File: src/hdl/isa_pkg.sv
package isa_pkg;

    typedef logic [31:0] word_t;
    typedef logic [4:0]  reg_idx_t;  // Register 0 means no write.

    // Codes follow the existing decoder, so NOP stays all ones.
    typedef enum logic [4:0] {
        ADD = 5'b00000,
        AND = 5'b00001,
        OR  = 5'b00010,
        SLL = 5'b00011,
        SRL = 5'b00100,
        SLT = 5'b00101,
        SUB = 5'b01000,
        XOR = 5'b01001,
        BEQ = 5'b01010,
        BGE = 5'b01011,
        BNE = 5'b01100,
        LUI = 5'b01110,
        JAL = 5'b10000,
        LW  = 5'b10100,
        SW  = 5'b11001,
        BLT = 5'b11010,
        NOP = 5'b11111
    } op_t;

    function automatic logic is_branch(op_t op);
        return op inside {BEQ, BNE, BLT, BGE};
    endfunction

    function automatic logic is_mem(op_t op);
        return op inside {LW, SW};
    endfunction

    // Result known at dispatch, never issued.
    function automatic logic done_at_dispatch(op_t op);
        return op inside {LUI, JAL, NOP};
    endfunction

endpackage

File: src/hdl/rob_pkg.sv
package rob_pkg;

    localparam int ROB_DEPTH = 8;
    localparam int MEM_WORDS = 64;

    typedef logic [$clog2(ROB_DEPTH)-1:0] rob_tag_t;
    typedef logic [$clog2(ROB_DEPTH):0]   rob_cnt_t;  // Occupancy, 0 to ROB_DEPTH.

    typedef enum logic [1:0] {
        EXECUTING      = 2'b00,
        MEM_READY      = 2'b01,  // Address known, waiting for head.
        DONE_NOT_TAKEN = 2'b10,
        DONE           = 2'b11
    } entry_state_t;

    typedef enum logic [1:0] {
        VALUE      = 2'b00,
        TAKEN      = 2'b01,
        NOT_TAKEN  = 2'b10,
        ADDR_READY = 2'b11
    } result_kind_t;

endpackage

File: src/hdl/rob_ifs.sv
interface exec_if;
    import isa_pkg::*;
    import rob_pkg::*;

    logic     valid;  // One-cycle issue pulse.
    op_t      op;
    rob_tag_t tag;
    word_t    a;
    word_t    b;
    word_t    imm;
    word_t    pc;

    modport issuer (
        output valid, op, tag, a, b, imm, pc
    );

    modport unit (
        input valid, op, tag, a, b, imm, pc
    );
endinterface

interface cdb_if;
    import isa_pkg::*;
    import rob_pkg::*;

    logic         valid;  // One-cycle completion pulse.
    rob_tag_t     tag;
    result_kind_t kind;
    word_t        value;

    modport producer (
        output valid, tag, kind, value
    );

    modport consumer (
        input valid, tag, kind, value
    );
endinterface

File: src/hdl/lsu_unit.sv
module lsu_unit (
    input  logic              clk,
    input  logic              rst,
    exec_if.unit              iss,
    cdb_if.producer           res,
    input  logic              mem_go,
    input  rob_pkg::rob_tag_t mem_go_tag
);
    import isa_pkg::*;
    import rob_pkg::*;

    localparam int IDX_W = $clog2(MEM_WORDS);

    // Address buffer, one slot per reorder-buffer entry.
    word_t addr_q [ROB_DEPTH];
    word_t data_q [ROB_DEPTH];
    op_t   op_q   [ROB_DEPTH];

    word_t mem [MEM_WORDS];

    word_t            go_addr;
    logic [IDX_W-1:0] go_idx;
    logic             go_store;

    assign go_addr  = addr_q[mem_go_tag];
    assign go_idx   = go_addr[IDX_W+1:2];  // Word index.
    assign go_store = (op_q[mem_go_tag] == SW);

    always_ff @(posedge clk) begin
        if (iss.valid) begin
            addr_q[iss.tag] <= iss.a + iss.imm;
            data_q[iss.tag] <= iss.b;
            op_q[iss.tag]   <= iss.op;
        end
    end

    always_ff @(posedge clk) begin
        if (!rst) begin
            for (int i = 0; i < MEM_WORDS; i++) begin
                mem[i] <= '0;
            end
        end else if (mem_go && go_store) begin
            mem[go_idx] <= data_q[mem_go_tag];
        end
    end

    always_ff @(posedge clk) begin
        if (!rst) begin
            res.valid <= 1'b0;
        end else begin
            res.valid <= iss.valid || mem_go;
        end
    end

    // Buffer never sends mem_go in an issue cycle, so the two never collide.
    always_ff @(posedge clk) begin
        if (mem_go) begin
            res.tag   <= mem_go_tag;
            res.kind  <= VALUE;
            res.value <= go_store ? '0 : mem[go_idx];  // Stores report zero.
        end else begin
            res.tag   <= iss.tag;
            res.kind  <= ADDR_READY;
            res.value <= '0;
        end
    end

endmodule

File: src/flat_wrapper.sv
// flat-port wrapper written by rule: the top's interface ports become plain ports
module lsu_unit_flat import isa_pkg::*; import rob_pkg::*;
  (clk, rst, mem_go, mem_go_tag, iss_valid, iss_op, iss_tag, iss_a, iss_b, iss_imm, iss_pc, res_valid, res_tag, res_kind, res_value);
  exec_if iss_i ();
  cdb_if res_i ();
  input  logic clk;
  input  logic rst;
  input  logic mem_go;
  input  rob_pkg::rob_tag_t mem_go_tag;
  input wire logic [$bits(iss_i.valid)-1:0] iss_valid;
  input wire logic [$bits(iss_i.op)-1:0] iss_op;
  input wire logic [$bits(iss_i.tag)-1:0] iss_tag;
  input wire logic [$bits(iss_i.a)-1:0] iss_a;
  input wire logic [$bits(iss_i.b)-1:0] iss_b;
  input wire logic [$bits(iss_i.imm)-1:0] iss_imm;
  input wire logic [$bits(iss_i.pc)-1:0] iss_pc;
  output wire logic [$bits(res_i.valid)-1:0] res_valid;
  output wire logic [$bits(res_i.tag)-1:0] res_tag;
  output wire logic [$bits(res_i.kind)-1:0] res_kind;
  output wire logic [$bits(res_i.value)-1:0] res_value;
  assign iss_i.valid = iss_valid;
  assign iss_i.op = iss_op;
  assign iss_i.tag = iss_tag;
  assign iss_i.a = iss_a;
  assign iss_i.b = iss_b;
  assign iss_i.imm = iss_imm;
  assign iss_i.pc = iss_pc;
  assign res_valid = res_i.valid;
  assign res_tag = res_i.tag;
  assign res_kind = res_i.kind;
  assign res_value = res_i.value;
  lsu_unit u_core (.clk(clk), .rst(rst), .iss(iss_i), .res(res_i), .mem_go(mem_go), .mem_go_tag(mem_go_tag));
endmodule
File: config.mk
export PLATFORM = sky130hd
export DESIGN_NAME = lsu_unit_flat
export DESIGN_NICKNAME = d
export VERILOG_FILES = /design/src/hdl/isa_pkg.sv /design/src/hdl/rob_pkg.sv /design/src/hdl/rob_ifs.sv /design/src/hdl/lsu_unit.sv /design/src/flat_wrapper.sv
export SDC_FILE = /design/constraint.sdc
export NUM_CORES = 2
export LEC_CHECK = 0
export BUFFER_PORTS_ARGS = -buffer_cell sky130_fd_sc_hd__buf_2
export CAP_MARGIN = 15
export CORE_MARGIN = 4
export CORE_UTILIZATION = 57
export DETAILED_ROUTE_END_ITERATION = 8
export PLACE_DENSITY = 0.73
export SYNTH_ARGS = -nofsm -noshare
export SYNTH_HDL_FRONTEND = slang
export SYNTH_SLANG_ARGS = --single-unit
File: constraint.sdc
create_clock -name clk -period 4.92 [get_ports clk]
set_input_delay 0 -clock clk [delete_from_list [all_inputs] [get_ports clk]]
set_output_delay 0 -clock clk [all_outputs]
set_load 0.005 [all_outputs]
* Yosys cells after proc, flatten, opt, wreduce, memory -nomap -nowiden *
Memories as Yosys holds them, arrays and structs flattened. A register that Yosys moved wholly into a read port is not among the register bits.
Index checks and enable logic that the tools add are counted.

word-level totals
  register bits = 6
  latch bits = 0
  bits in writable memories = 2600
  ROM bits = 0
  bits of input ports = 143
  output and inout port bits = 38
  logic and storage cells = 25
  memories kept = 4

cells by class
  add/sub/neg operators = 1
  $mul = 0
  div/mod/pow operators = 0
  magnitude comparators = 0
  equality and inequality tests = 1
  shift operators = 0
  multiplexer cells = 11
  bitwise logic cells = 1
  reduce and logical (&&, ||, !) cells = 4

memories
  memory         depth  width  rd ports  clocked after memory_dff  wr ports  line            RTL
  u_core.mem     64     32     1         1                         64        lsu_unit.sv:19  word_t mem [MEM_WORDS];
  u_core.addr_q  8      32     1         0                         1         lsu_unit.sv:15  word_t addr_q [ROB_DEPTH];
  u_core.data_q  8      32     1         0                         1         lsu_unit.sv:16  word_t data_q [ROB_DEPTH];
  u_core.op_q    8      5      1         0                         1         lsu_unit.sv:17  op_t op_q [ROB_DEPTH];

operator list
  kind                                         count
  adder 32 bit                                 1
  2-to-1 mux 32 bit                            1
  OR reduction 32 bit                          1
  2-to-1 mux 1 bit                             7
  2-to-1 mux 6 bit                             1
  equality test 5 bit (second input constant)  1
  2-to-1 mux 3 bit                             1
  2-to-1 mux 2 bit                             1
  OR reduction 2 bit                           1
  logical AND 1 bit                            1
  logical OR 1 bit                             1
  NOT 1 bit                                    1

* Logic depth before layout (Yosys ltp) *
An unclocked memory read counts as a cell.

  depth in word-level cells = 8
  depth in mapped cells = 15
  gate-level depth less buffers = 9

* Least setup slack after synthesis *
Ideal clock, no wire load.

  kind = input -> register
  start = input port iss_tag[2]
  end = memory u_core.addr_q[0][2] (netlist bit), enable pin
  setup time = 0.497 ns
  data arrival time = 3.122 ns
  data required time = 4.423 ns
  setup slack = 1.301 ns
  stages on the path = 2
  buffers on the path = 0
  path through = nand2b_1 -> nor3_1

RTL lines
  item             line                RTL
  start, declared  flat_wrapper.sv:12  input wire logic [$bits(iss_i.tag)-1:0] iss_tag;
  end, declared    lsu_unit.sv:15

Straight into the memory's write port.

==> impl_metrics.toml <==
[clock_network]
h-tree-depth = 4
post-cts-setup-buffers = 0
cts_buffer_depth = 3
cts_tree = "yes"
clk_latency_ps = 890
root_buffer = "clkbuf_16"
cts_sinks = 2429
path_clk_slew_ps = 60
numCtsBuffers = 237

[drt]
wire_per_inst_um = 28.58
vias = 70830
dr.first_iter.drc_count = 11657
route.detailed.drc = 0
routed_via_density = 6.498
dr.pass1.iters = 7
totalWireLength_um = 311500
ant_nets = 0

[pwr]
peakVddDrop_mv = 0.4261
power.leakage_nw = 41.50
power.density_mw_per_mm2 = 400.4

[yosys]
synth_warnings = 0
ys_seq_area_share_pct = 70.71
synthesis.area_mm2 = 0.1026
ys_ff_latch = 2429
yosysUniqueCellTypes = 68
async_flop_share_pct = 0
syn_inst = 8282
synth_edf_count = 2392
syn_nets = 8431
ys.flop_type = "edfxtp_1"
syn_avg_cell_area_um2 = 12.39

[timing]
finClkSkew_ps = 55.26
rsz0062_at_grt = "no"
finalCritPeriodShare_pct = 90.88
tns_ps = 0
drv_slew = 0
slew_headroom_pct = 15.16
finalHoldViolations = 0
final.min_clock_period_ps = 4471
fin_ws_ps = 448.9
fmax_mhz = 223.7
tightestPinTransition_ps = 1246
finalSetupViolCount = 0

[worst_setup_path]
worstPathMaxFanout = 32
max_stage_delay_ps = 760
arrival_ps = 4970
critPathTopFamily = "simple AND/OR/NAND/NOR gates"
cp_common_cell = "nand2_1"
critPathBufInv = 1
cp.depth = 7
crit_chain = "mux4_2 > mux2i_4 > nand2_1 > nor3_2 > nand2_1 > nand2_1 > buf_4"
critPathRequiredTime_ps = 5420
slowest_stage = "nand2_1"
crit_type = "reg2reg"
end_kind = "flip-flop"
r2r_cells = 7
startpoint_type = "flip-flop"

[finish]
final_nets = 8489
stdcell_area_mm2 = 0.1153
final_core_util_pct = 64.51
multi_input_area_mm2 = 0.02755
area.sequential_mm2 = 0.07257
fin_cells = 10900
area_delta_synth_final_pct = 12.39
n_fill_cell = 12803
drive_gt1_share_pct = 12.39

[floorplanning]
die_w_um = 432.3
die_area_mm2 = 0.1869
initial_utilization_pct = 57.40
rows = 155
fp.dieH_um = 432.3
pin_count = 181
core_area_mm2 = 0.1788

[global_routing]
grt_first_pass_wirelength_um = 453500
grt-ovfl-total = 0
track_usage_pct = 33.00
grt_pass1_vias = 68871
grt_max_degree = 116
antenna_found_initial = 12

[flow_run]
cap_violations = 0

[placement]
dp_hpwl_um = 179300
io_buffers = 100
place_inst = 10346
gp_congestion = 0.9570
dp_slack_ps = 556.5
dpl_cell_area_mm2 = 0.1070

[worst_hold_path]
hold_class = "in2reg"
hold_depth = 4

[outcome]
outcome = "finished, final reports clean"
==> cell usage after synthesis (21+ instances only) <==
cell type	count	area, um^2
a32o_1	28	280.3
a2bb2oi_1	37	324.1
buf_2	122	610.6
mux2i_1	196	1962
a32oi_1	21	183.9
mux2_2	69	777.0
a221oi_1	59	516.8
a221o_1	50	500.5
mux4_2	121	2725
nor2_1	2083	7819
nand2_1	1141	4283
edfxtp_1	2392	71830
clkbuf_1	555	2083
o21ai_0	147	735.7
o22ai_1	24	150.1
nand3_1	396	1982
dfxtp_1	37	740.7
buf_1	72	270.3
a211oi_1	94	705.7
a21oi_1	350	1752
a22oi_1	74	555.5
==> repair_timing <==
item                                    CTS  global route
gates resized for setup                   0             0
hold buffers                            110             0
endpoints found under the setup margin    0             0
hold endpoints to repair                551             0
==> cell families (layout without fill, tap and decap cells) <==
kind of cell,after synthesis,in the layout,share of synthesized area [%]
other,0,8,0
AND/OR/NAND/NOR,3687,3687,14.24
AO/OA/AOI/OAI,1004,1004,6.571
buffers and inverters,764,1019,3.023
multiplexers,389,389,5.357
flip-flops,2429,2429,70.71
XOR/XNOR,3,3,0.02561
adder cells (fa/ha/maj),6,6,0.07314
==> per-stage QoR <==
step                      hold slack [ps]  power, mW
after floorplan                     68.61      26.68
after global placement              236.0      29.07
after detailed placement            242.9      29.17
after CTS                           76.55      46.00
after global routing                143.2      47.28
final                               157.4      46.19
==> sequential cells by signal (all words and copies together), names as in the netlist <==
signal / cells
u_core.res.tag: 3
u_core.op_q: 40
u_core.res.valid: 1
u_core.data_q: 256
u_core.mem: 2048
u_core.addr_q: 48
u_core.res.kind: 1
u_core.res.value: 32
==> worst register-to-register path, cell delays in order, from the launching register on <==
cell and delay [ps]:
edfxtp_1 370, mux4_2 540, mux2i_4 680, nand2_1 280
nor3_2 720, nand2_1 760, nand2_1 260, buf_4 470
==> where the power goes <==
part	switching, mW	total, mW	leakage, nW	internal [mW]
sequential	0.214	23.5	25.4	23.3
clock	7.73	17.2	3.52	9.43
combinational	4.05	5.55	12.5	1.50
total	12.0	46.2	41.5	34.2
==> path summary, 6_finish.rpt <==
path / slack (ps) / end / from
hold reg to reg: 710 / u_core.res.value[31] / u_core.mem[44][31]
setup / recovery: 450 / u_core.mem[48][6] / u_core.addr_q[7][3]
hold / removal: 160 / u_core.mem[38][23] / mem_go_tag[2]
setup reg to reg: 450 / u_core.mem[48][6] / u_core.addr_q[7][3]
==> cell usage in the layout (no fill, tap or decap), types with 39 or more instances in the layout <==
cell type | netlist | final
edfxtp_1 | 2392 | 2392
nor2_1 | 2083 | 2072
nand2_1 | 1141 | 1140
nand3_1 | 396 | 396
a21oi_1 | 350 | 348
buf_4 | 6 | 325
clkbuf_16 | 0 | 239
mux2i_1 | 196 | 161
o21ai_0 | 147 | 147
mux4_2 | 121 | 119
dlygate4sd3_1 | 0 | 110
buf_2 | 122 | 96
a211oi_1 | 94 | 94
a22oi_1 | 74 | 74
mux2_2 | 69 | 68
clkbuf_1 | 555 | 65
a221oi_1 | 59 | 59
clkinv_1 | 0 | 56
a221o_1 | 50 | 50
buf_12 | 0 | 50
clkinv_2 | 0 | 39
==> area by class of cell <==
type,instances,area share [%]
Antenna cell,8,0.01736
Clock buffer,312,5.492
Clock inverter,124,0.7669
Inverter,1,0.003254
Multi-Input combinational cell,5089,23.89
Sequential cell,2429,62.92
Tap cell,2355,2.555
Timing Repair Buffer,582,4.364
==> per-layer routing <==
metal / track usage, % / wire length, um
met5: 0 / 13
met4: 21.21 / 23700
met3: 7.241 / 39650
met2: 50.93 / 142900
met1: 42.73 / 105300
Power figures use the tool's default switching activity.
