==> config.mk <==
export PLATFORM = sky130hd
export DESIGN_NAME = alu_unit_flat
export DESIGN_NICKNAME = d
export VERILOG_FILES = /design/src/hdl/isa_pkg.sv /design/src/hdl/rob_pkg.sv /design/src/hdl/rob_ifs.sv /design/src/hdl/alu_unit.sv /design/src/flat_wrapper.sv
export SDC_FILE = /design/constraint.sdc
export NUM_CORES = 1
export LEC_CHECK = 0
export BUFFER_PORTS_ARGS = -buffer_cell sky130_fd_sc_hd__clkbuf_2
export CAP_MARGIN = 15
export CELL_PAD_IN_SITES_DETAIL_PLACEMENT = 1
export CELL_PAD_IN_SITES_GLOBAL_PLACEMENT = 1
export CORE_MARGIN = 2
export CORE_UTILIZATION = 35
export CTS_BUF_LIST = sky130_fd_sc_hd__clkbuf_4
export CTS_CLUSTER_DIAMETER = 80
export DETAILED_ROUTE_END_ITERATION = 10
export PLACE_DENSITY_LB_ADDON = 0.3
export SLEW_MARGIN = 10
export SYNTH_ARGS = -nofsm -noshare
export SYNTH_HDL_FRONTEND = slang
export SYNTH_SLANG_ARGS = --single-unit
==> constraint.sdc <==
create_clock -name clk -period 5.94 [get_ports clk]
set_input_delay 1.188 -clock clk [delete_from_list [all_inputs] [get_ports clk]]
set_output_delay 1.188 -clock clk [all_outputs]
set_load 0.05 [all_outputs]
==> src/hdl/isa_pkg.sv <==
package isa_pkg;

    typedef logic [31:0] word_t;
    typedef logic [4:0]  reg_idx_t;  // Register 0 means no write.

    // Codes follow the existing decoder, so NOP stays all ones.
    typedef enum logic [4:0] {
        ADD = 5'b00000,
        AND = 5'b00001,
        OR  = 5'b00010,
        SLL = 5'b00011,
        SRL = 5'b00100,
        SLT = 5'b00101,
        SUB = 5'b01000,
        XOR = 5'b01001,
        BEQ = 5'b01010,
        BGE = 5'b01011,
        BNE = 5'b01100,
        LUI = 5'b01110,
        JAL = 5'b10000,
        LW  = 5'b10100,
        SW  = 5'b11001,
        BLT = 5'b11010,
        NOP = 5'b11111
    } op_t;

    function automatic logic is_branch(op_t op);
        return op inside {BEQ, BNE, BLT, BGE};
    endfunction

    function automatic logic is_mem(op_t op);
        return op inside {LW, SW};
    endfunction

    // Result known at dispatch, never issued.
    function automatic logic done_at_dispatch(op_t op);
        return op inside {LUI, JAL, NOP};
    endfunction

endpackage

==> src/hdl/rob_pkg.sv <==
package rob_pkg;

    localparam int ROB_DEPTH = 8;
    localparam int MEM_WORDS = 64;

    typedef logic [$clog2(ROB_DEPTH)-1:0] rob_tag_t;
    typedef logic [$clog2(ROB_DEPTH):0]   rob_cnt_t;  // Occupancy, 0 to ROB_DEPTH.

    typedef enum logic [1:0] {
        EXECUTING      = 2'b00,
        MEM_READY      = 2'b01,  // Address known, waiting for head.
        DONE_NOT_TAKEN = 2'b10,
        DONE           = 2'b11
    } entry_state_t;

    typedef enum logic [1:0] {
        VALUE      = 2'b00,
        TAKEN      = 2'b01,
        NOT_TAKEN  = 2'b10,
        ADDR_READY = 2'b11
    } result_kind_t;

endpackage

==> src/hdl/rob_ifs.sv <==
interface exec_if;
    import isa_pkg::*;
    import rob_pkg::*;

    logic     valid;  // One-cycle issue pulse.
    op_t      op;
    rob_tag_t tag;
    word_t    a;
    word_t    b;
    word_t    imm;
    word_t    pc;

    modport issuer (
        output valid, op, tag, a, b, imm, pc
    );

    modport unit (
        input valid, op, tag, a, b, imm, pc
    );
endinterface

interface cdb_if;
    import isa_pkg::*;
    import rob_pkg::*;

    logic         valid;  // One-cycle completion pulse.
    rob_tag_t     tag;
    result_kind_t kind;
    word_t        value;

    modport producer (
        output valid, tag, kind, value
    );

    modport consumer (
        input valid, tag, kind, value
    );
endinterface

==> src/hdl/alu_unit.sv <==
module alu_unit (
    input  logic    clk,
    input  logic    rst,
    exec_if.unit    iss,
    cdb_if.producer res
);
    import isa_pkg::*;
    import rob_pkg::*;

    word_t        alu_value;
    logic         taken;
    result_kind_t kind;

    always_comb begin
        case (iss.op)
            ADD:     alu_value = iss.a + iss.b;
            SUB:     alu_value = iss.a - iss.b;
            AND:     alu_value = iss.a & iss.b;
            OR:      alu_value = iss.a | iss.b;
            XOR:     alu_value = iss.a ^ iss.b;
            SLT:     alu_value = {31'b0, $signed(iss.a) < $signed(iss.b)};
            SLL:     alu_value = iss.a << iss.b[4:0];
            SRL:     alu_value = iss.a >> iss.b[4:0];
            default: alu_value = '0;  // Branches carry no value.
        endcase
    end

    always_comb begin
        case (iss.op)
            BEQ:     taken = (iss.a == iss.b);
            BNE:     taken = (iss.a != iss.b);
            BLT:     taken = ($signed(iss.a) < $signed(iss.b));
            BGE:     taken = ($signed(iss.a) >= $signed(iss.b));
            default: taken = 1'b0;
        endcase
    end

    always_comb begin
        if (is_branch(iss.op)) begin
            kind = taken ? TAKEN : NOT_TAKEN;
        end else begin
            kind = VALUE;
        end
    end

    always_ff @(posedge clk) begin
        if (!rst) begin
            res.valid <= 1'b0;
        end else begin
            res.valid <= iss.valid;
        end
    end

    // Single output stage, a new op may enter every cycle.
    always_ff @(posedge clk) begin
        res.tag   <= iss.tag;
        res.kind  <= kind;
        res.value <= alu_value;
    end

endmodule

==> src/flat_wrapper.sv <==
// flat-port wrapper written by rule: the top's interface ports become plain ports
module alu_unit_flat import isa_pkg::*; import rob_pkg::*;
  (clk, rst, iss_valid, iss_op, iss_tag, iss_a, iss_b, iss_imm, iss_pc, res_valid, res_tag, res_kind, res_value);
  exec_if iss_i ();
  cdb_if res_i ();
  input  logic clk;
  input  logic rst;
  input wire logic [$bits(iss_i.valid)-1:0] iss_valid;
  input wire logic [$bits(iss_i.op)-1:0] iss_op;
  input wire logic [$bits(iss_i.tag)-1:0] iss_tag;
  input wire logic [$bits(iss_i.a)-1:0] iss_a;
  input wire logic [$bits(iss_i.b)-1:0] iss_b;
  input wire logic [$bits(iss_i.imm)-1:0] iss_imm;
  input wire logic [$bits(iss_i.pc)-1:0] iss_pc;
  output wire logic [$bits(res_i.valid)-1:0] res_valid;
  output wire logic [$bits(res_i.tag)-1:0] res_tag;
  output wire logic [$bits(res_i.kind)-1:0] res_kind;
  output wire logic [$bits(res_i.value)-1:0] res_value;
  assign iss_i.valid = iss_valid;
  assign iss_i.op = iss_op;
  assign iss_i.tag = iss_tag;
  assign iss_i.a = iss_a;
  assign iss_i.b = iss_b;
  assign iss_i.imm = iss_imm;
  assign iss_i.pc = iss_pc;
  assign res_valid = res_i.valid;
  assign res_tag = res_i.tag;
  assign res_kind = res_i.kind;
  assign res_value = res_i.value;
  alu_unit u_core (.clk(clk), .rst(rst), .iss(iss_i), .res(res_i));
endmodule
=== Yosys cells after proc, flatten, opt, wreduce, memory -nomap -nowiden ===
Cells that the tools add are included.

* Register bits after elaboration: 38
* Bits of input ports: 139
* Output and inout bits: 38
* Logic and storage cells: 31

* Add/sub/neg operators: 2
* Order comparisons: 2
* Eq/ne operators: 13
* Shifts and indexed selects: 2
* Multiplexer cells: 3
* Bitwise logic cells: 3
* Reduce and logical (&&, ||, !) cells: 2

{| class="wikitable"
|+ Operator list
! kind !! count
|-
| one-hot mux 32 bit (8 select lines) || 1
|-
| adder 32 bit || 1
|-
| AND 32 bit || 1
|-
| == test 32 bit || 1
|-
| greater-or-equal comparator 32 bit || 1
|-
| < comparator 32 bit || 1
|-
| inequality test 32 bit || 1
|-
| OR 32 bit || 1
|-
| left shift 32 x 5 -> 32 bit || 1
|-
| right shift 32 x 5 -> 32 bit || 1
|-
| subtractor 32 bit || 1
|-
| XOR 32 bit || 1
|-
| == test 5 x 4 -> 1 bit (second input constant) || 5
|-
| == test 5 x 2 -> 1 bit (second input constant) || 2
|-
| == test 5 x 3 -> 1 bit (second input constant) || 2
|-
| == test 5 x 1 -> 1 bit (second input constant) || 1
|-
| == test 5 bit (second input constant) || 1
|-
| zero test 5 bit || 1
|-
| one-hot mux 1 bit (4 select lines) || 1
|-
| nonzero test 4 bit || 1
|-
| two-way mux 2 bit || 1
|}

=== Depth between registers and ports, before layout ===
* Word-level depth: 3
* Gate-level depth with buffers: 16
* Mapped depth without buffers: 12

=== Least setup slack after synthesis ===
Ideal clock, no wire load.

* Path type: input-to-reg
* From: in iss_b[2]
* To: reg u_core.res.value[26]
* Arrival: 4.363 ns
* Setup slack: 1.455 ns
* Stages: 15
* Path through: clkbuf_1 inv_2 buf_2 buf_2 clkbuf_1 ha_1 buf_2 a211oi_1 o21ai_2 o211ai_2 a2111oi_4 o21bai_1 a211o_1 a221o_1 a221o_1

* Word-level cells in the longest chain between the ends: 2
* Elaborated cells between the ends (all ways): 5
* Those cells by class: add/sub (2); shift (2); mux (1)

{| class="wikitable"
|+ Ends and longest elaborated chain
! item !! line !! text
|-
| start: declaration || flat_wrapper.sv:12 || <nowiki>input wire logic [$bits(iss_i.b)-1:0] iss_b;</nowiki>
|-
| subtractor 32 bit, or another cell as far along || alu_unit.sv:17 || <nowiki>SUB: alu_value = iss.a - iss.b;</nowiki>
|-
| one-hot mux 32 bit (8 select lines) * || alu_unit.sv:15 || <nowiki>case (iss.op)</nowiki>
|-
| via u_core.alu_value[26] || alu_unit.sv:10 || <nowiki>word_t alu_value;</nowiki>
|-
| end signal: assignment || alu_unit.sv:58 || <nowiki>res.value <= alu_value;</nowiki>
|-
| end: declaration || rob_ifs.sv:32 || <nowiki>output valid, tag, kind, value</nowiki>
|}

Mark *: on every way through the listed nets, which the timed path passes. The rest lies on a longest branch.
A chain may end at the register's enable or synchronous reset.

=== Final worst setup path ===
* From: in iss_b[0]
* To: reg u_core.res.value[26]

The elaborated chain is that of the path after synthesis.

==> results_dict.tcl <==
set metrics [dict create \
    wl_per_cell_um 27.09 \
    ir_drop_v 0.0001111 \
    die_w_um 166.2 \
    dp_slack_ps 1174 \
    p_per_area_nw_per_um2 151.4 \
    dieArea_um2 27610 \
    ys_warn_count 0 \
    vias_per_cell 6.498 \
    async_flop_share_pct 0 \
    drv_slew 0 \
    intPower_uw 716.8 \
    tightest_slew_ps 1050 \
    worst_slack_ps 1534 \
    cts_tree "yes" \
    cts_resized 0 \
    fin_nets 1570 \
    routed-via-count 10800 \
    grt_pass1_wl_um 67140 \
    ys_seq_area_share_pct 8.264 \
    ys_types 87 \
    htree_levels 2 \
    crit_fanout 48 \
    dp.cells 1653 \
    cts_buffers 5 \
    final_cells 1662 \
    power.leakage_uw 0.004428 \
    slew_headroom_pct 29.80 \
    period_needed_ps 4406 \
    grt_antenna_before_repair 1 \
    multiInputGateArea_um2 7639 \
    hold_viol 0 \
    syn_nets 1521 \
    outcome "completed" \
    critPathRequiredTime_ps 6240 \
    fill_cells 3308 \
    start_util_pct 35.53 \
    worstSetupPathType "in -> reg" \
    wl_um 45030 \
    ys_ff_latch 38 \
    p_switching_uw 803.4 \
    first_pass_iters 7 \
    core_area_um2 25910 \
    rows 59 \
    dieHeight_um 166.2 \
    critPathLaunchType "input pin" \
    ys.flop_type "dfxtp_1" \
    pwr-share-clk_pct 16.4 \
    clock-root-buffer "clkbuf_4" \
    finalCritPeriodShare_pct 74.17 \
    grt_pass1_vias 10520 \
    drive_above_1_share_pct 16.82 \
    regArea_um2 760.7 \
    synth_enable_flop_cells 0 \
    place_congestion 0.9879 \
    final-setup-viol-count 0 \
    layout_common_cells "nor2_1 (160), a21oi_1 (116), clkbuf_2 (111)" \
    dr.first_iter.drc_count 1044 \
    ios 177 \
    cts_hold_buffers 0 \
    hold_path_class "in -> reg" \
    cts.clk_slew.worst_paths_ps 150 \
    rsz0062_at_grt "no" \
    portBuffers 112 \
    clock.fmax_ghz 0.2270 \
    drv_cap 0 \
    cts_setup_buffers 0 \
    avgSynthCellArea_um2 7.214 \
    syn_area_um2 9205 \
    gr-total-overflow 0 \
    drc 0 \
    grt_max_degree 73 \
    switching_share_pct 52.85 \
    ant_nets 0 \
    tns_ps 0 \
    dp_hpwl_um 35830 \
    seqPwrFrac_pct 19.2 \
    power_frac_comb_pct 64.4 \
    clockBufferDepth 2 \
    grt_usage_pct 31.41 \
    cp.arrival_ps 4700 \
    clkSinkCount 38 \
    final_common_cell "nor2_1" \
    area_delta_synth_final_pct 9.093 \
    syn_inst 1276 \
    worst_setup_path_end_kind "flop" \
]
stage by stage:
step / area [µm²] / power (µW) / hold WS (ps) / utilization [%]
final: 10040 / 1520 / 860.1 / 38.76
after global routing: 10040 / 1598 / 840.6 / 38.76
after CTS: 10040 / 1505 / 836.9 / 38.75
after detailed placement: 9933 / 1248 / 1295 / 38.34
after global placement: 9933 / 1236 / 1290 / 38.34
after floorplan: 9205 / 943.4 / 1216 / -
power by group through the flow:
stage / Combinational [µW] / Sequential (µW) / Clock [µW]
6_report: 979 / 292 / 249
5_1_grt: 1040 / 295 / 266
4_1_cts: 955 / 293 / 256
3_5_place_dp: 950 / 298 / 0
3_3_place_gp: 939 / 297 / 0
2_1_floorplan: 539 / 404 / 0
worst max-delay path: stages:
cell and delay [ps]:
buf_4 530, ha_1 350, fa_1 280, a211oi_1 110
o21ai_2 320, o211ai_2 200, a2111oi_4 490, o21bai_1 140
a211o_1 360, a221o_1 370, a221o_1 330
sequential cells by signal, summed over array words and instances, names as in the netlist:
| name | cells |
|---|---|
| u_core.res.tag | 3 |
| u_core.res.value | 32 |
| u_core.res.valid | 1 |
| u_core.res.kind | 2 |
cell usage after synthesis, drive strengths merged (5+ instances only):
| cell type | number | share of area (%) |
|---|---|---|
| a211o | 12 | 1.1 |
| a211oi | 29 | 2.4 |
| a21boi | 6 | 0.49 |
| a21o | 17 | 1.4 |
| a21oi | 119 | 6.6 |
| a221o | 16 | 1.7 |
| a221oi | 19 | 1.8 |
| a22oi | 24 | 2.0 |
| a311oi | 5 | 0.48 |
| a31oi | 17 | 1.2 |
| and2 | 9 | 0.61 |
| and3 | 6 | 0.41 |
| buf | 48 | 3.0 |
| clkbuf | 48 | 2.0 |
| dfxtp | 38 | 8.3 |
| ha | 104 | 14 |
| inv | 95 | 3.9 |
| mux2 | 13 | 1.6 |
| mux2i | 44 | 4.8 |
| mux4 | 31 | 7.6 |
| nand2 | 80 | 3.3 |
| nand2b | 6 | 0.41 |
| nand3 | 35 | 1.9 |
| nor2 | 163 | 6.7 |
| nor2b | 10 | 0.68 |
| nor3 | 22 | 1.3 |
| nor4 | 13 | 1.0 |
| o211ai | 22 | 2.0 |
| o21ai | 96 | 5.3 |
| o21bai | 16 | 1.3 |
| o221ai | 14 | 1.4 |
| o22ai | 24 | 1.6 |
| o311ai | 7 | 0.67 |
| o31a | 5 | 0.48 |
| o31ai | 8 | 0.86 |
| or3 | 5 | 0.34 |
logic make-up (layout without fill, tap and decap cells):
logic type               count (synthesis)  in the layout  share of synthesized area [%]
XOR/XNOR                                 2              2                         0.1903
adder cells (fa/ha/maj)                106            106                          14.57
flip-flops                              38             38                          8.264
AND/OR/NAND/NOR                        368            368                          18.28
AO/OA/AOI/OAI                          483            483                          35.83
other                                    0              1                              0
buffers and inverters                  191            241                          8.862
multiplexers                            88             88                          14.00
layout make-up:
class / count / share of cell area (%)
diodes: 1 / 0.02492
clock buffers: 5 / 0.3738
clock inverters: 3 / 0.6853
inverters: 95 / 3.551
multi-input cells: 1047 / 76.07
flip-flops and latches: 38 / 7.575
well taps: 335 / 4.174
repair buffers: 138 / 7.550
worst paths after layout:
path | to | slack (ps) | cells after the start | from
max | u_core.res.value[26] | 1530 | 11 | iss_b[0]
min | u_core.res.tag[2] | 860 | 1 | iss_tag[2]
per-layer routing:
metal  GRT usage (%)  part of all wire, %  up-vias  wire length, µm
met5               0                    0        -                0
met4           13.76                  4.9        0             2196
met1           40.69                   42     5307            18870
met2           52.43                   47      504            20980
met3           3.908                  6.6      114             2988
li1                -                    -     4875                -
Power figures use the tool's default switching activity.
