==> src/hdl/isa_pkg.sv <==
package isa_pkg;

    typedef logic [31:0] word_t;
    typedef logic [4:0]  reg_idx_t;  // Register 0 means no write.

    // Codes follow the existing decoder, so NOP stays all ones.
    typedef enum logic [4:0] {
        ADD = 5'b00000,
        AND = 5'b00001,
        OR  = 5'b00010,
        SLL = 5'b00011,
        SRL = 5'b00100,
        SLT = 5'b00101,
        SUB = 5'b01000,
        XOR = 5'b01001,
        BEQ = 5'b01010,
        BGE = 5'b01011,
        BNE = 5'b01100,
        LUI = 5'b01110,
        JAL = 5'b10000,
        LW  = 5'b10100,
        SW  = 5'b11001,
        BLT = 5'b11010,
        NOP = 5'b11111
    } op_t;

    function automatic logic is_branch(op_t op);
        return op inside {BEQ, BNE, BLT, BGE};
    endfunction

    function automatic logic is_mem(op_t op);
        return op inside {LW, SW};
    endfunction

    // Result known at dispatch, never issued.
    function automatic logic done_at_dispatch(op_t op);
        return op inside {LUI, JAL, NOP};
    endfunction

endpackage

==> src/hdl/rob_pkg.sv <==
package rob_pkg;

    localparam int ROB_DEPTH = 8;
    localparam int MEM_WORDS = 64;

    typedef logic [$clog2(ROB_DEPTH)-1:0] rob_tag_t;
    typedef logic [$clog2(ROB_DEPTH):0]   rob_cnt_t;  // Occupancy, 0 to ROB_DEPTH.

    typedef enum logic [1:0] {
        EXECUTING      = 2'b00,
        MEM_READY      = 2'b01,  // Address known, waiting for head.
        DONE_NOT_TAKEN = 2'b10,
        DONE           = 2'b11
    } entry_state_t;

    typedef enum logic [1:0] {
        VALUE      = 2'b00,
        TAKEN      = 2'b01,
        NOT_TAKEN  = 2'b10,
        ADDR_READY = 2'b11
    } result_kind_t;

endpackage

==> src/hdl/rob_ifs.sv <==
interface exec_if;
    import isa_pkg::*;
    import rob_pkg::*;

    logic     valid;  // One-cycle issue pulse.
    op_t      op;
    rob_tag_t tag;
    word_t    a;
    word_t    b;
    word_t    imm;
    word_t    pc;

    modport issuer (
        output valid, op, tag, a, b, imm, pc
    );

    modport unit (
        input valid, op, tag, a, b, imm, pc
    );
endinterface

interface cdb_if;
    import isa_pkg::*;
    import rob_pkg::*;

    logic         valid;  // One-cycle completion pulse.
    rob_tag_t     tag;
    result_kind_t kind;
    word_t        value;

    modport producer (
        output valid, tag, kind, value
    );

    modport consumer (
        input valid, tag, kind, value
    );
endinterface

==> src/hdl/reorder_buffer.sv <==
module reorder_buffer (
    input  logic                clk,
    input  logic                rst,
    input  logic                dispatch,
    input  isa_pkg::op_t        disp_op,
    input  isa_pkg::reg_idx_t   disp_rd,
    input  isa_pkg::word_t      disp_src1,
    input  isa_pkg::word_t      disp_src2,
    input  isa_pkg::word_t      disp_imm,
    input  isa_pkg::word_t      disp_pc,
    exec_if.issuer              alu_issue,
    exec_if.issuer              lsu_issue,
    cdb_if.consumer             alu_res,
    cdb_if.consumer             lsu_res,
    output logic                mem_go,
    output rob_pkg::rob_tag_t   mem_go_tag,
    output logic                rob_full,
    output logic                commit,
    output isa_pkg::reg_idx_t   commit_rd,
    output isa_pkg::word_t      commit_value,
    output logic                redirect,
    output isa_pkg::word_t      redirect_pc
);
    import isa_pkg::*;
    import rob_pkg::*;

    op_t          ent_op    [ROB_DEPTH];
    reg_idx_t     ent_rd    [ROB_DEPTH];
    word_t        ent_pc    [ROB_DEPTH];
    word_t        ent_imm   [ROB_DEPTH];
    word_t        ent_value [ROB_DEPTH];
    entry_state_t ent_state [ROB_DEPTH];

    rob_tag_t head;
    rob_tag_t tail;
    rob_cnt_t count;
    rob_cnt_t count_next;

    logic accept;
    logic retire;
    logic head_go;
    logic head_redirect;

    function automatic entry_state_t kind_state(result_kind_t kind);
        case (kind)
            TAKEN:      return DONE;
            NOT_TAKEN:  return DONE_NOT_TAKEN;
            ADDR_READY: return MEM_READY;
            default:    return DONE;
        endcase
    endfunction

    assign accept = dispatch && !rob_full;
    assign retire = (count != 0) && (ent_state[head] inside {DONE, DONE_NOT_TAKEN});

    // Hold mem_go while an LSU issue is going out, so results never overlap.
    assign head_go = (count != 0) && (ent_state[head] == MEM_READY)
                     && !(accept && is_mem(disp_op));

    assign head_redirect = (ent_state[head] == DONE)
                           && (is_branch(ent_op[head]) || ent_op[head] == JAL);

    always_comb begin
        count_next = count;
        if (accept && !retire) begin
            count_next = count + 1'b1;
        end else if (retire && !accept) begin
            count_next = count - 1'b1;
        end
    end

    always_ff @(posedge clk) begin
        if (!rst) begin
            head            <= '0;
            tail            <= '0;
            count           <= '0;
            rob_full        <= 1'b0;
            commit          <= 1'b0;
            redirect        <= 1'b0;
            mem_go          <= 1'b0;
            mem_go_tag      <= '0;
            alu_issue.valid <= 1'b0;
            lsu_issue.valid <= 1'b0;
            for (int i = 0; i < ROB_DEPTH; i++) begin
                ent_state[i] <= EXECUTING;
            end
        end else begin
            count           <= count_next;
            rob_full        <= (count_next == ROB_DEPTH);
            alu_issue.valid <= accept && !is_mem(disp_op) && !done_at_dispatch(disp_op);
            lsu_issue.valid <= accept && is_mem(disp_op);
            if (accept) begin
                tail            <= tail + 1'b1;
                ent_state[tail] <= done_at_dispatch(disp_op) ? DONE : EXECUTING;
            end
            if (alu_res.valid) begin
                ent_state[alu_res.tag] <= kind_state(alu_res.kind);
            end
            if (lsu_res.valid) begin
                ent_state[lsu_res.tag] <= kind_state(lsu_res.kind);
            end
            mem_go     <= head_go;
            mem_go_tag <= head;
            if (head_go) begin
                ent_state[head] <= EXECUTING;  // Wait for the load or store result.
            end
            commit   <= retire;
            redirect <= retire && head_redirect;
            if (retire) begin
                head <= head + 1'b1;
            end
        end
    end

    always_ff @(posedge clk) begin
        if (accept) begin
            ent_op[tail]  <= disp_op;
            ent_pc[tail]  <= disp_pc;
            ent_imm[tail] <= disp_imm;
            if (is_branch(disp_op) || disp_op == SW || disp_op == NOP) begin
                ent_rd[tail] <= '0;
            end else begin
                ent_rd[tail] <= disp_rd;
            end
            case (disp_op)
                LUI:     ent_value[tail] <= disp_imm;
                JAL:     ent_value[tail] <= disp_pc + 32'd4;  // Link address.
                default: ent_value[tail] <= '0;
            endcase
        end
        if (alu_res.valid && alu_res.kind == VALUE) begin
            ent_value[alu_res.tag] <= alu_res.value;
        end
        if (lsu_res.valid && lsu_res.kind == VALUE) begin
            ent_value[lsu_res.tag] <= lsu_res.value;
        end
    end

    // Same payload to both units, valid picks the one.
    always_ff @(posedge clk) begin
        alu_issue.op  <= disp_op;
        alu_issue.tag <= tail;
        alu_issue.a   <= disp_src1;
        alu_issue.b   <= disp_src2;
        alu_issue.imm <= disp_imm;
        alu_issue.pc  <= disp_pc;
        lsu_issue.op  <= disp_op;
        lsu_issue.tag <= tail;
        lsu_issue.a   <= disp_src1;
        lsu_issue.b   <= disp_src2;
        lsu_issue.imm <= disp_imm;
        lsu_issue.pc  <= disp_pc;
    end

    always_ff @(posedge clk) begin
        if (retire) begin
            commit_rd    <= ent_rd[head];
            commit_value <= ent_value[head];
            redirect_pc  <= ent_pc[head] + ent_imm[head];
        end
    end

endmodule

==> src/flat_wrapper.sv <==
// flat-port wrapper written by rule: the top's interface ports become plain ports
module reorder_buffer_flat import isa_pkg::*; import rob_pkg::*;
  (clk, rst, dispatch, disp_op, disp_rd, disp_src1, disp_src2, disp_imm, disp_pc, mem_go, mem_go_tag, rob_full, commit, commit_rd, commit_value, redirect, redirect_pc, alu_issue_valid, alu_issue_op, alu_issue_tag, alu_issue_a, alu_issue_b, alu_issue_imm, alu_issue_pc, lsu_issue_valid, lsu_issue_op, lsu_issue_tag, lsu_issue_a, lsu_issue_b, lsu_issue_imm, lsu_issue_pc, alu_res_valid, alu_res_tag, alu_res_kind, alu_res_value, lsu_res_valid, lsu_res_tag, lsu_res_kind, lsu_res_value);
  exec_if alu_issue_i ();
  exec_if lsu_issue_i ();
  cdb_if alu_res_i ();
  cdb_if lsu_res_i ();
  input  logic clk;
  input  logic rst;
  input  logic dispatch;
  input  isa_pkg::op_t disp_op;
  input  isa_pkg::reg_idx_t disp_rd;
  input  isa_pkg::word_t disp_src1;
  input  isa_pkg::word_t disp_src2;
  input  isa_pkg::word_t disp_imm;
  input  isa_pkg::word_t disp_pc;
  output logic mem_go;
  output rob_pkg::rob_tag_t mem_go_tag;
  output logic rob_full;
  output logic commit;
  output isa_pkg::reg_idx_t commit_rd;
  output isa_pkg::word_t commit_value;
  output logic redirect;
  output isa_pkg::word_t redirect_pc;
  output wire logic [$bits(alu_issue_i.valid)-1:0] alu_issue_valid;
  output wire logic [$bits(alu_issue_i.op)-1:0] alu_issue_op;
  output wire logic [$bits(alu_issue_i.tag)-1:0] alu_issue_tag;
  output wire logic [$bits(alu_issue_i.a)-1:0] alu_issue_a;
  output wire logic [$bits(alu_issue_i.b)-1:0] alu_issue_b;
  output wire logic [$bits(alu_issue_i.imm)-1:0] alu_issue_imm;
  output wire logic [$bits(alu_issue_i.pc)-1:0] alu_issue_pc;
  output wire logic [$bits(lsu_issue_i.valid)-1:0] lsu_issue_valid;
  output wire logic [$bits(lsu_issue_i.op)-1:0] lsu_issue_op;
  output wire logic [$bits(lsu_issue_i.tag)-1:0] lsu_issue_tag;
  output wire logic [$bits(lsu_issue_i.a)-1:0] lsu_issue_a;
  output wire logic [$bits(lsu_issue_i.b)-1:0] lsu_issue_b;
  output wire logic [$bits(lsu_issue_i.imm)-1:0] lsu_issue_imm;
  output wire logic [$bits(lsu_issue_i.pc)-1:0] lsu_issue_pc;
  input wire logic [$bits(alu_res_i.valid)-1:0] alu_res_valid;
  input wire logic [$bits(alu_res_i.tag)-1:0] alu_res_tag;
  input wire logic [$bits(alu_res_i.kind)-1:0] alu_res_kind;
  input wire logic [$bits(alu_res_i.value)-1:0] alu_res_value;
  input wire logic [$bits(lsu_res_i.valid)-1:0] lsu_res_valid;
  input wire logic [$bits(lsu_res_i.tag)-1:0] lsu_res_tag;
  input wire logic [$bits(lsu_res_i.kind)-1:0] lsu_res_kind;
  input wire logic [$bits(lsu_res_i.value)-1:0] lsu_res_value;
  assign alu_issue_valid = alu_issue_i.valid;
  assign alu_issue_op = alu_issue_i.op;
  assign alu_issue_tag = alu_issue_i.tag;
  assign alu_issue_a = alu_issue_i.a;
  assign alu_issue_b = alu_issue_i.b;
  assign alu_issue_imm = alu_issue_i.imm;
  assign alu_issue_pc = alu_issue_i.pc;
  assign lsu_issue_valid = lsu_issue_i.valid;
  assign lsu_issue_op = lsu_issue_i.op;
  assign lsu_issue_tag = lsu_issue_i.tag;
  assign lsu_issue_a = lsu_issue_i.a;
  assign lsu_issue_b = lsu_issue_i.b;
  assign lsu_issue_imm = lsu_issue_i.imm;
  assign lsu_issue_pc = lsu_issue_i.pc;
  assign alu_res_i.valid = alu_res_valid;
  assign alu_res_i.tag = alu_res_tag;
  assign alu_res_i.kind = alu_res_kind;
  assign alu_res_i.value = alu_res_value;
  assign lsu_res_i.valid = lsu_res_valid;
  assign lsu_res_i.tag = lsu_res_tag;
  assign lsu_res_i.kind = lsu_res_kind;
  assign lsu_res_i.value = lsu_res_value;
  reorder_buffer u_core (.clk(clk), .rst(rst), .dispatch(dispatch), .disp_op(disp_op), .disp_rd(disp_rd), .disp_src1(disp_src1), .disp_src2(disp_src2), .disp_imm(disp_imm), .disp_pc(disp_pc), .alu_issue(alu_issue_i), .lsu_issue(lsu_issue_i), .alu_res(alu_res_i), .lsu_res(lsu_res_i), .mem_go(mem_go), .mem_go_tag(mem_go_tag), .rob_full(rob_full), .commit(commit), .commit_rd(commit_rd), .commit_value(commit_value), .redirect(redirect), .redirect_pc(redirect_pc));
endmodule
==> config.mk <==
export PLATFORM = sky130hd
export DESIGN_NAME = reorder_buffer_flat
export DESIGN_NICKNAME = d
export VERILOG_FILES = /design/src/hdl/isa_pkg.sv /design/src/hdl/rob_pkg.sv /design/src/hdl/rob_ifs.sv /design/src/hdl/reorder_buffer.sv /design/src/flat_wrapper.sv
export SDC_FILE = /design/constraint.sdc
export NUM_CORES = 2
export LEC_CHECK = 0
export ABC_AREA = 1
export BUFFER_PORTS_ARGS = -buffer_cell sky130_fd_sc_hd__buf_2
export CORE_UTILIZATION = 46
export CTS_CLUSTER_SIZE = 8
export DETAILED_ROUTE_END_ITERATION = 8
export GPL_TIMING_DRIVEN = 0
export HOLD_SLACK_MARGIN = 0.12
export PLACE_DENSITY = 0.77
export SYNTH_ARGS = -nofsm -noshare
export SYNTH_HDL_FRONTEND = slang
export SYNTH_SLANG_ARGS = --single-unit
==> constraint.sdc <==
create_clock -name clk -period 6.53 [get_ports clk]
set_clock_uncertainty 0.15 [all_clocks]
set_input_delay 0.3265 -clock clk [delete_from_list [all_inputs] [get_ports clk]]
set_output_delay 0.3265 -clock clk [all_outputs]
set_load 0.05 [all_outputs]
# Word level (Yosys, flattened, before mapping)
# Memories as Yosys holds them, arrays and structs flattened. A register that Yosys moved wholly into a read port is not among the register bits.
# Cells that the tools add are included.
[classes]
addsub = 6
mul = 0
n_div = 0
order_cmp = 0
n_eq_ne = 22
shift = 0
n_mux = 65
bitwise_logic = 3
n_reduce_logical = 35
[ops]
columns = ["cell", "count"]
rows = [
  ["32-bit 2-to-1 mux", 2],
  ["1-bit 2-to-1 mux", 37],
  ["3-bit 2-to-1 mux", 12],
  ["5-bit by 4-bit == test with 1-bit output, second input constant", 7],
  ["5-bit == test, second input constant", 7],
  ["32-bit by 3-bit adder with 32-bit output, second input constant", 1],
  ["32-bit adder", 1],
  ["2-bit 2-to-1 mux", 9],
  ["1-bit logical AND", 13],
  ["2-bit == test, second input constant", 6],
  ["4-bit nonzero test", 3],
  ["2-bit OR reduction", 5],
  ["4-bit 2-to-1 mux", 2],
  ["2-bit case mux with 2 select lines", 2],
  ["3-bit by 1-bit adder with 3-bit output, second input constant", 2],
  ["1-bit logical NOT", 6],
  ["5-bit 2-to-1 mux", 1],
  ["4-bit by 1-bit adder with 4-bit output, second input constant", 1],
  ["4-bit == test, second input constant", 1],
  ["2-bit logical NOT", 2],
  ["2-bit nonzero test", 2],
  ["4-bit by 1-bit subtractor with 4-bit output, second input constant", 1],
  ["1-bit logical OR", 3],
  ["1-bit OR", 3],
  ["2 further kinds", 2],
]
[totals]
register_bits = 187
latchBits = 0
mem_bits_rw = 864
mem_bits_ro = 0
in_bits = 217
elab_cells = 154
mem_count = 6
[mem_list]
columns = ["memory", "depth", "width", "read_ports", "rd_clocked_by_memory_dff", "write_ports", "line_no", "source"]
rows = [
  ["u_core.ent_imm", 8, 32, 1, 1, 1, "reorder_buffer.sv:30", "word_t ent_imm [ROB_DEPTH];"],
  ["u_core.ent_pc", 8, 32, 1, 1, 1, "reorder_buffer.sv:29", "word_t ent_pc [ROB_DEPTH];"],
  ["u_core.ent_value", 8, 32, 1, 1, 3, "reorder_buffer.sv:31", "word_t ent_value [ROB_DEPTH];"],
  ["u_core.ent_op", 8, 5, 1, 1, 1, "reorder_buffer.sv:27", "op_t ent_op [ROB_DEPTH];"],
  ["u_core.ent_rd", 8, 5, 1, 1, 1, "reorder_buffer.sv:28", "reg_idx_t ent_rd [ROB_DEPTH];"],
  ["u_core.ent_state", 8, 2, 1, 1, 8, "reorder_buffer.sv:32", "entry_state_t ent_state [ROB_DEPTH];"],
]

# Logic depth before layout (Yosys ltp)
[logic_depth]
word_depth = 10
depth_mapped = 22
depth_no_buf = 18

# Least setup slack after synthesis
# No wires, ideal clock.
[synth_path]
path_type = "register -> register"
from = "reg u_core.rob_full"
to = "mem u_core.ent_imm[4][0] (netlist name), enable pin"
setup_ns = 0.581
arrival_ns = 5.646
setup_slack_ns = 0.153
path_stages_with_launch = 6
path_buffers = 0
synth_period_minus_slack_ns = 6.377
path_cell_list = "dfxtp_1 > inv_1 > nand2_2 > nor2_1 > inv_1 > nor3_1"
[synth_via]
elab_chain_len = 4
[synth_rtl]
columns = ["item", "line_no", "source"]
rows = [
  ["start: declaration", "reorder_buffer.sv:17", "output logic rob_full,"],
  ["start signal: assignment", "reorder_buffer.sv:89", "rob_full <= (count_next == ROB_DEPTH);"],
  ["1-bit logical NOT", "reorder_buffer.sv:53", "assign accept = dispatch && !rob_full;"],
  ["1-bit logical AND", "reorder_buffer.sv:53", ""],
  ["1-bit 2-to-1 mux", "reorder_buffer.sv:116", "if (accept) begin"],
  ["1-bit 2-to-1 mux (not written as such)", "reorder_buffer.sv:119", "ent_imm[tail] <= disp_imm;"],
  ["end: declaration", "reorder_buffer.sv:30", ""],
]
# Every way passes these cells.

==> results.py <==
metrics = {
    "logic_synthesis": {
        "ys_seq_area_share_pct": 63.4,
        "synth.distinct_cells": 55,
        "synthArstFlopShare_pct": 0,
        "synth-edff-count": 917,
        "synth-simple-area-share_pct": 15.1,
        "synth.area.mux_share_pct": 0,
        "yosysTopAreaCellShare_pct": 56.3,
        "postSynthCellCount": 4795,
        "syn-cell-area_mm2": 0.0489,
        "syn_nets": 5049,
        "synth_seq_cells": 1091,
        "synth_top_family_by_area": "simple AND/OR/NAND/NOR gates",
        "yosysTopAreaCell": "edfxtp_1",
        "yosys.area_share.adder_pct": 0.962,
        "synth-xor-area-share_pct": 0.609,
        "synth_area_per_cell_um2": 10.2,
        "ys.flop_type": "edfxtp_1",
        "synthTopCellsByArea": "edfxtp_1, nand2_1, dfxtp_1, o21ai_0, nor2_1",
        "yosys_warnings": 0,
        "synth-compound-area-share_pct": 13.3,
    },
    "cts": {
        "clock_latency_ps": 790,
        "post_cts_buffers": 0,
        "cts_root_buf": "clkbuf_16",
        "cts_tree": "yes",
        "cts_buffers": 155,
        "cts.sink_count": 1091,
        "cts_resized": 0,
        "htree_levels": 4,
        "clk_pin_slew_ps": 50,
        "hold_buffers": 322,
        "cts.path.max_buffers": 3,
    },
    "timing": {
        "drv_slew": 30,
        "fin_crit_ps": 5000,
        "setup_violations": 0,
        "tightestPinTransition_ps": 1550,
        "tns_ps": 0,
        "finalHoldViolations": 0,
        "timing.fmax_ghz": 0.200,
        "maxSlewHeadroom_pct": -3.55,
        "fin_crit_sh_pct": 76.5,
        "rsz0062_at_grt": "no",
    },
    "die": {
        "rows": 119,
        "dieArea_mm2": 0.108,
        "core_area_mm2": 0.105,
        "start_util_pct": 46.4,
        "die_w_um": 328,
        "io_pins": 567,
        "die_y_um": 328,
    },
    "placed_design": {
        "numPortBuffers": 545,
        "placed_area_mm2": 0.0540,
        "hpwl_um": 124000,
        "gp_congestion": 1.01,
    },
    "global_routing": {
        "grt.total_usage_pct": 33.5,
        "grt_pass1_vias": 41300,
        "antenna_found_initial": 14,
        "grt-ovfl-total": 0,
        "grt_first_pass_wirelength_um": 264000,
        "grt_max_degree": 60,
    },
    "drt": {
        "drc": 0,
        "wl_um": 185000,
        "via_per_inst": 5.85,
        "antenna_left": 0,
        "vias": 43000,
        "wl_per_cell_um": 25.2,
        "drt_iter0_markers": 6393,
        "drtPass1Iterations": 8,
    },
    "outcome": {
        "status": "complete, but fails checks",
        "failed_checks": "max-capacitance violations, max-slew violations",
    },
    "cells_and_area": {
        "finalInstanceArea_mm2": 0.0618,
        "fillers": 8533,
        "drive_above_1_share_pct": 17.9,
        "syn2layout_area_growth_pct": 26.5,
        "layout.nets": 6106,
        "mostFrequentLayoutCells": "nand2_1, edfxtp_1, buf_2, nor2_1, o21ai_0",
        "layout_commonest_cell": "nand2_1",
    },
    "critical_path": {
        "cp-start-kind": "flop",
        "crit_type": "reg2reg",
        "rrSetupSlack_ps": 1530,
        "worst_ep_required_time_ps": 6890,
        "endpoint_kind": "flop",
        "cp_data_arrival_time_ps": 5360,
        "cp_max_fo": 10,
    },
    "min_path": {
        "hold_path.class": "in2reg",
    },
    "power": {
        "ir_drop_mv": 0.385,
        "p_per_area_mw_per_mm2": 384,
        "power.leakage_nw": 24.8,
    },
    "flow_run": {
        "cap_viol_max_count": 3,
    },
}
==> power breakdown <==
| part | total [W] | switching (W) | internal [W] |
|---|---|---|---|
| sequential | 0.00854 | 0.000164 | 0.00837 |
| clock | 0.00765 | 0.00314 | 0.00451 |
| combinational | 0.00756 | 0.00536 | 0.00220 |
| total | 0.0237 | 0.00867 | 0.0151 |
==> worst max-delay path, stage by stage (launching register included) <==
cell and delay [ps]:
dfxtp_1 310, clkinv_1 190, clkbuf_1 840, clkbuf_1 700
clkbuf_1 470, a31oi_1 290, ha_1 480, nand2_1 110
nor2_1 140, nand2_1 70, o21ai_0 590, a21oi_1 170
xnor2_1 190
==> layout make-up <==
| cell class | count | area (um2) | share of cell area (%) |
|---|---|---|---|
| plain buffers | 406 | 2210 | 3.58 |
| clock buffers | 250 | 4260 | 6.88 |
| well taps | 1391 | 1740 | 2.81 |
| repair buffers | 900 | 6530 | 10.6 |
| clock inverters | 15 | 315 | 0.510 |
| inverters | 274 | 1040 | 1.68 |
| diodes | 4 | 10.0 | 0.0162 |
| flip-flops and latches | 1091 | 31000 | 50.2 |
| multi-input cells | 3024 | 14700 | 23.8 |
==> worst paths after layout <==
check                 start                       to  depth (start not counted)
max                    flop   u_core.redirect_pc[21]                         12
min              disp_pc[0]   u_core.alu_issue.pc[0]                          2
max reg2reg            flop   u_core.redirect_pc[21]                         12
min reg2reg  u_core.tail[2]  u_core.alu_issue.tag[2]                          0
==> cell usage after synthesis, types with 81 or more instances <==
library cell and count:
nor2_1 611, buf_2 81, inv_1 254, o22ai_1 84, buf_4 145, edfxtp_1 917, nand3_1 111, o21ai_0 507
dfxtp_1 174, clkbuf_1 143, a21oi_1 238, nand2_1 962
==> metrics by stage <==
step / hold WS, ps / instances / utilization (%) / worst slack [ps] / power (W)
after global placement: 221 / 6731 / 50.7 / -3720 / 0.0156
after CTS: 183 / 7350 / 58.7 / 1620 / 0.0235
after global routing: 202 / 7351 / 58.7 / 1380 / 0.0246
after floorplan: 176 / 4795 / - / 153 / 0.0134
after detailed placement: 222 / 6763 / 51.3 / 1660 / 0.0158
final: 197 / 7355 / 58.7 / 1530 / 0.0237
==> registers in the layout (all words and copies together), names as in the netlist, 4 cells and up, named ones only <==
register	flops
u_core.ent_imm	256
u_core.ent_pc	256
u_core.ent_value	256
u_core.ent_op	40
u_core.ent_rd	40
u_core.alu_issue.a	32
u_core.alu_issue.b	32
u_core.alu_issue.imm	32
u_core.alu_issue.pc	32
u_core.commit_value	32
u_core.redirect_pc	32
u_core.ent_state	16
u_core.alu_issue.op	5
u_core.commit_rd	5
u_core.count	4
==> per-layer routing <==
layer	up-vias	global-route usage [%]	share of wire, %
li1	18800	-	-
met1	20200	41.1	35
met2	3286	53.4	46
met3	683	9.83	13
met4	14	18.0	5.8
met5	-	0	0.047
==> cells by family (layout without fill, tap and decap cells) <==
logic type | count (synthesis) | in the layout
xor gates and xnor gates | 34 | 34
other | 0 | 4
adders and majority gates | 37 | 37
buffers and inverters | 680 | 1845
AOI/OAI and AO/OA | 1126 | 1126
and+or+nand+nor | 1827 | 1827
DFF | 1091 | 1091
Note: power is estimated with default switching activity, not from simulation.
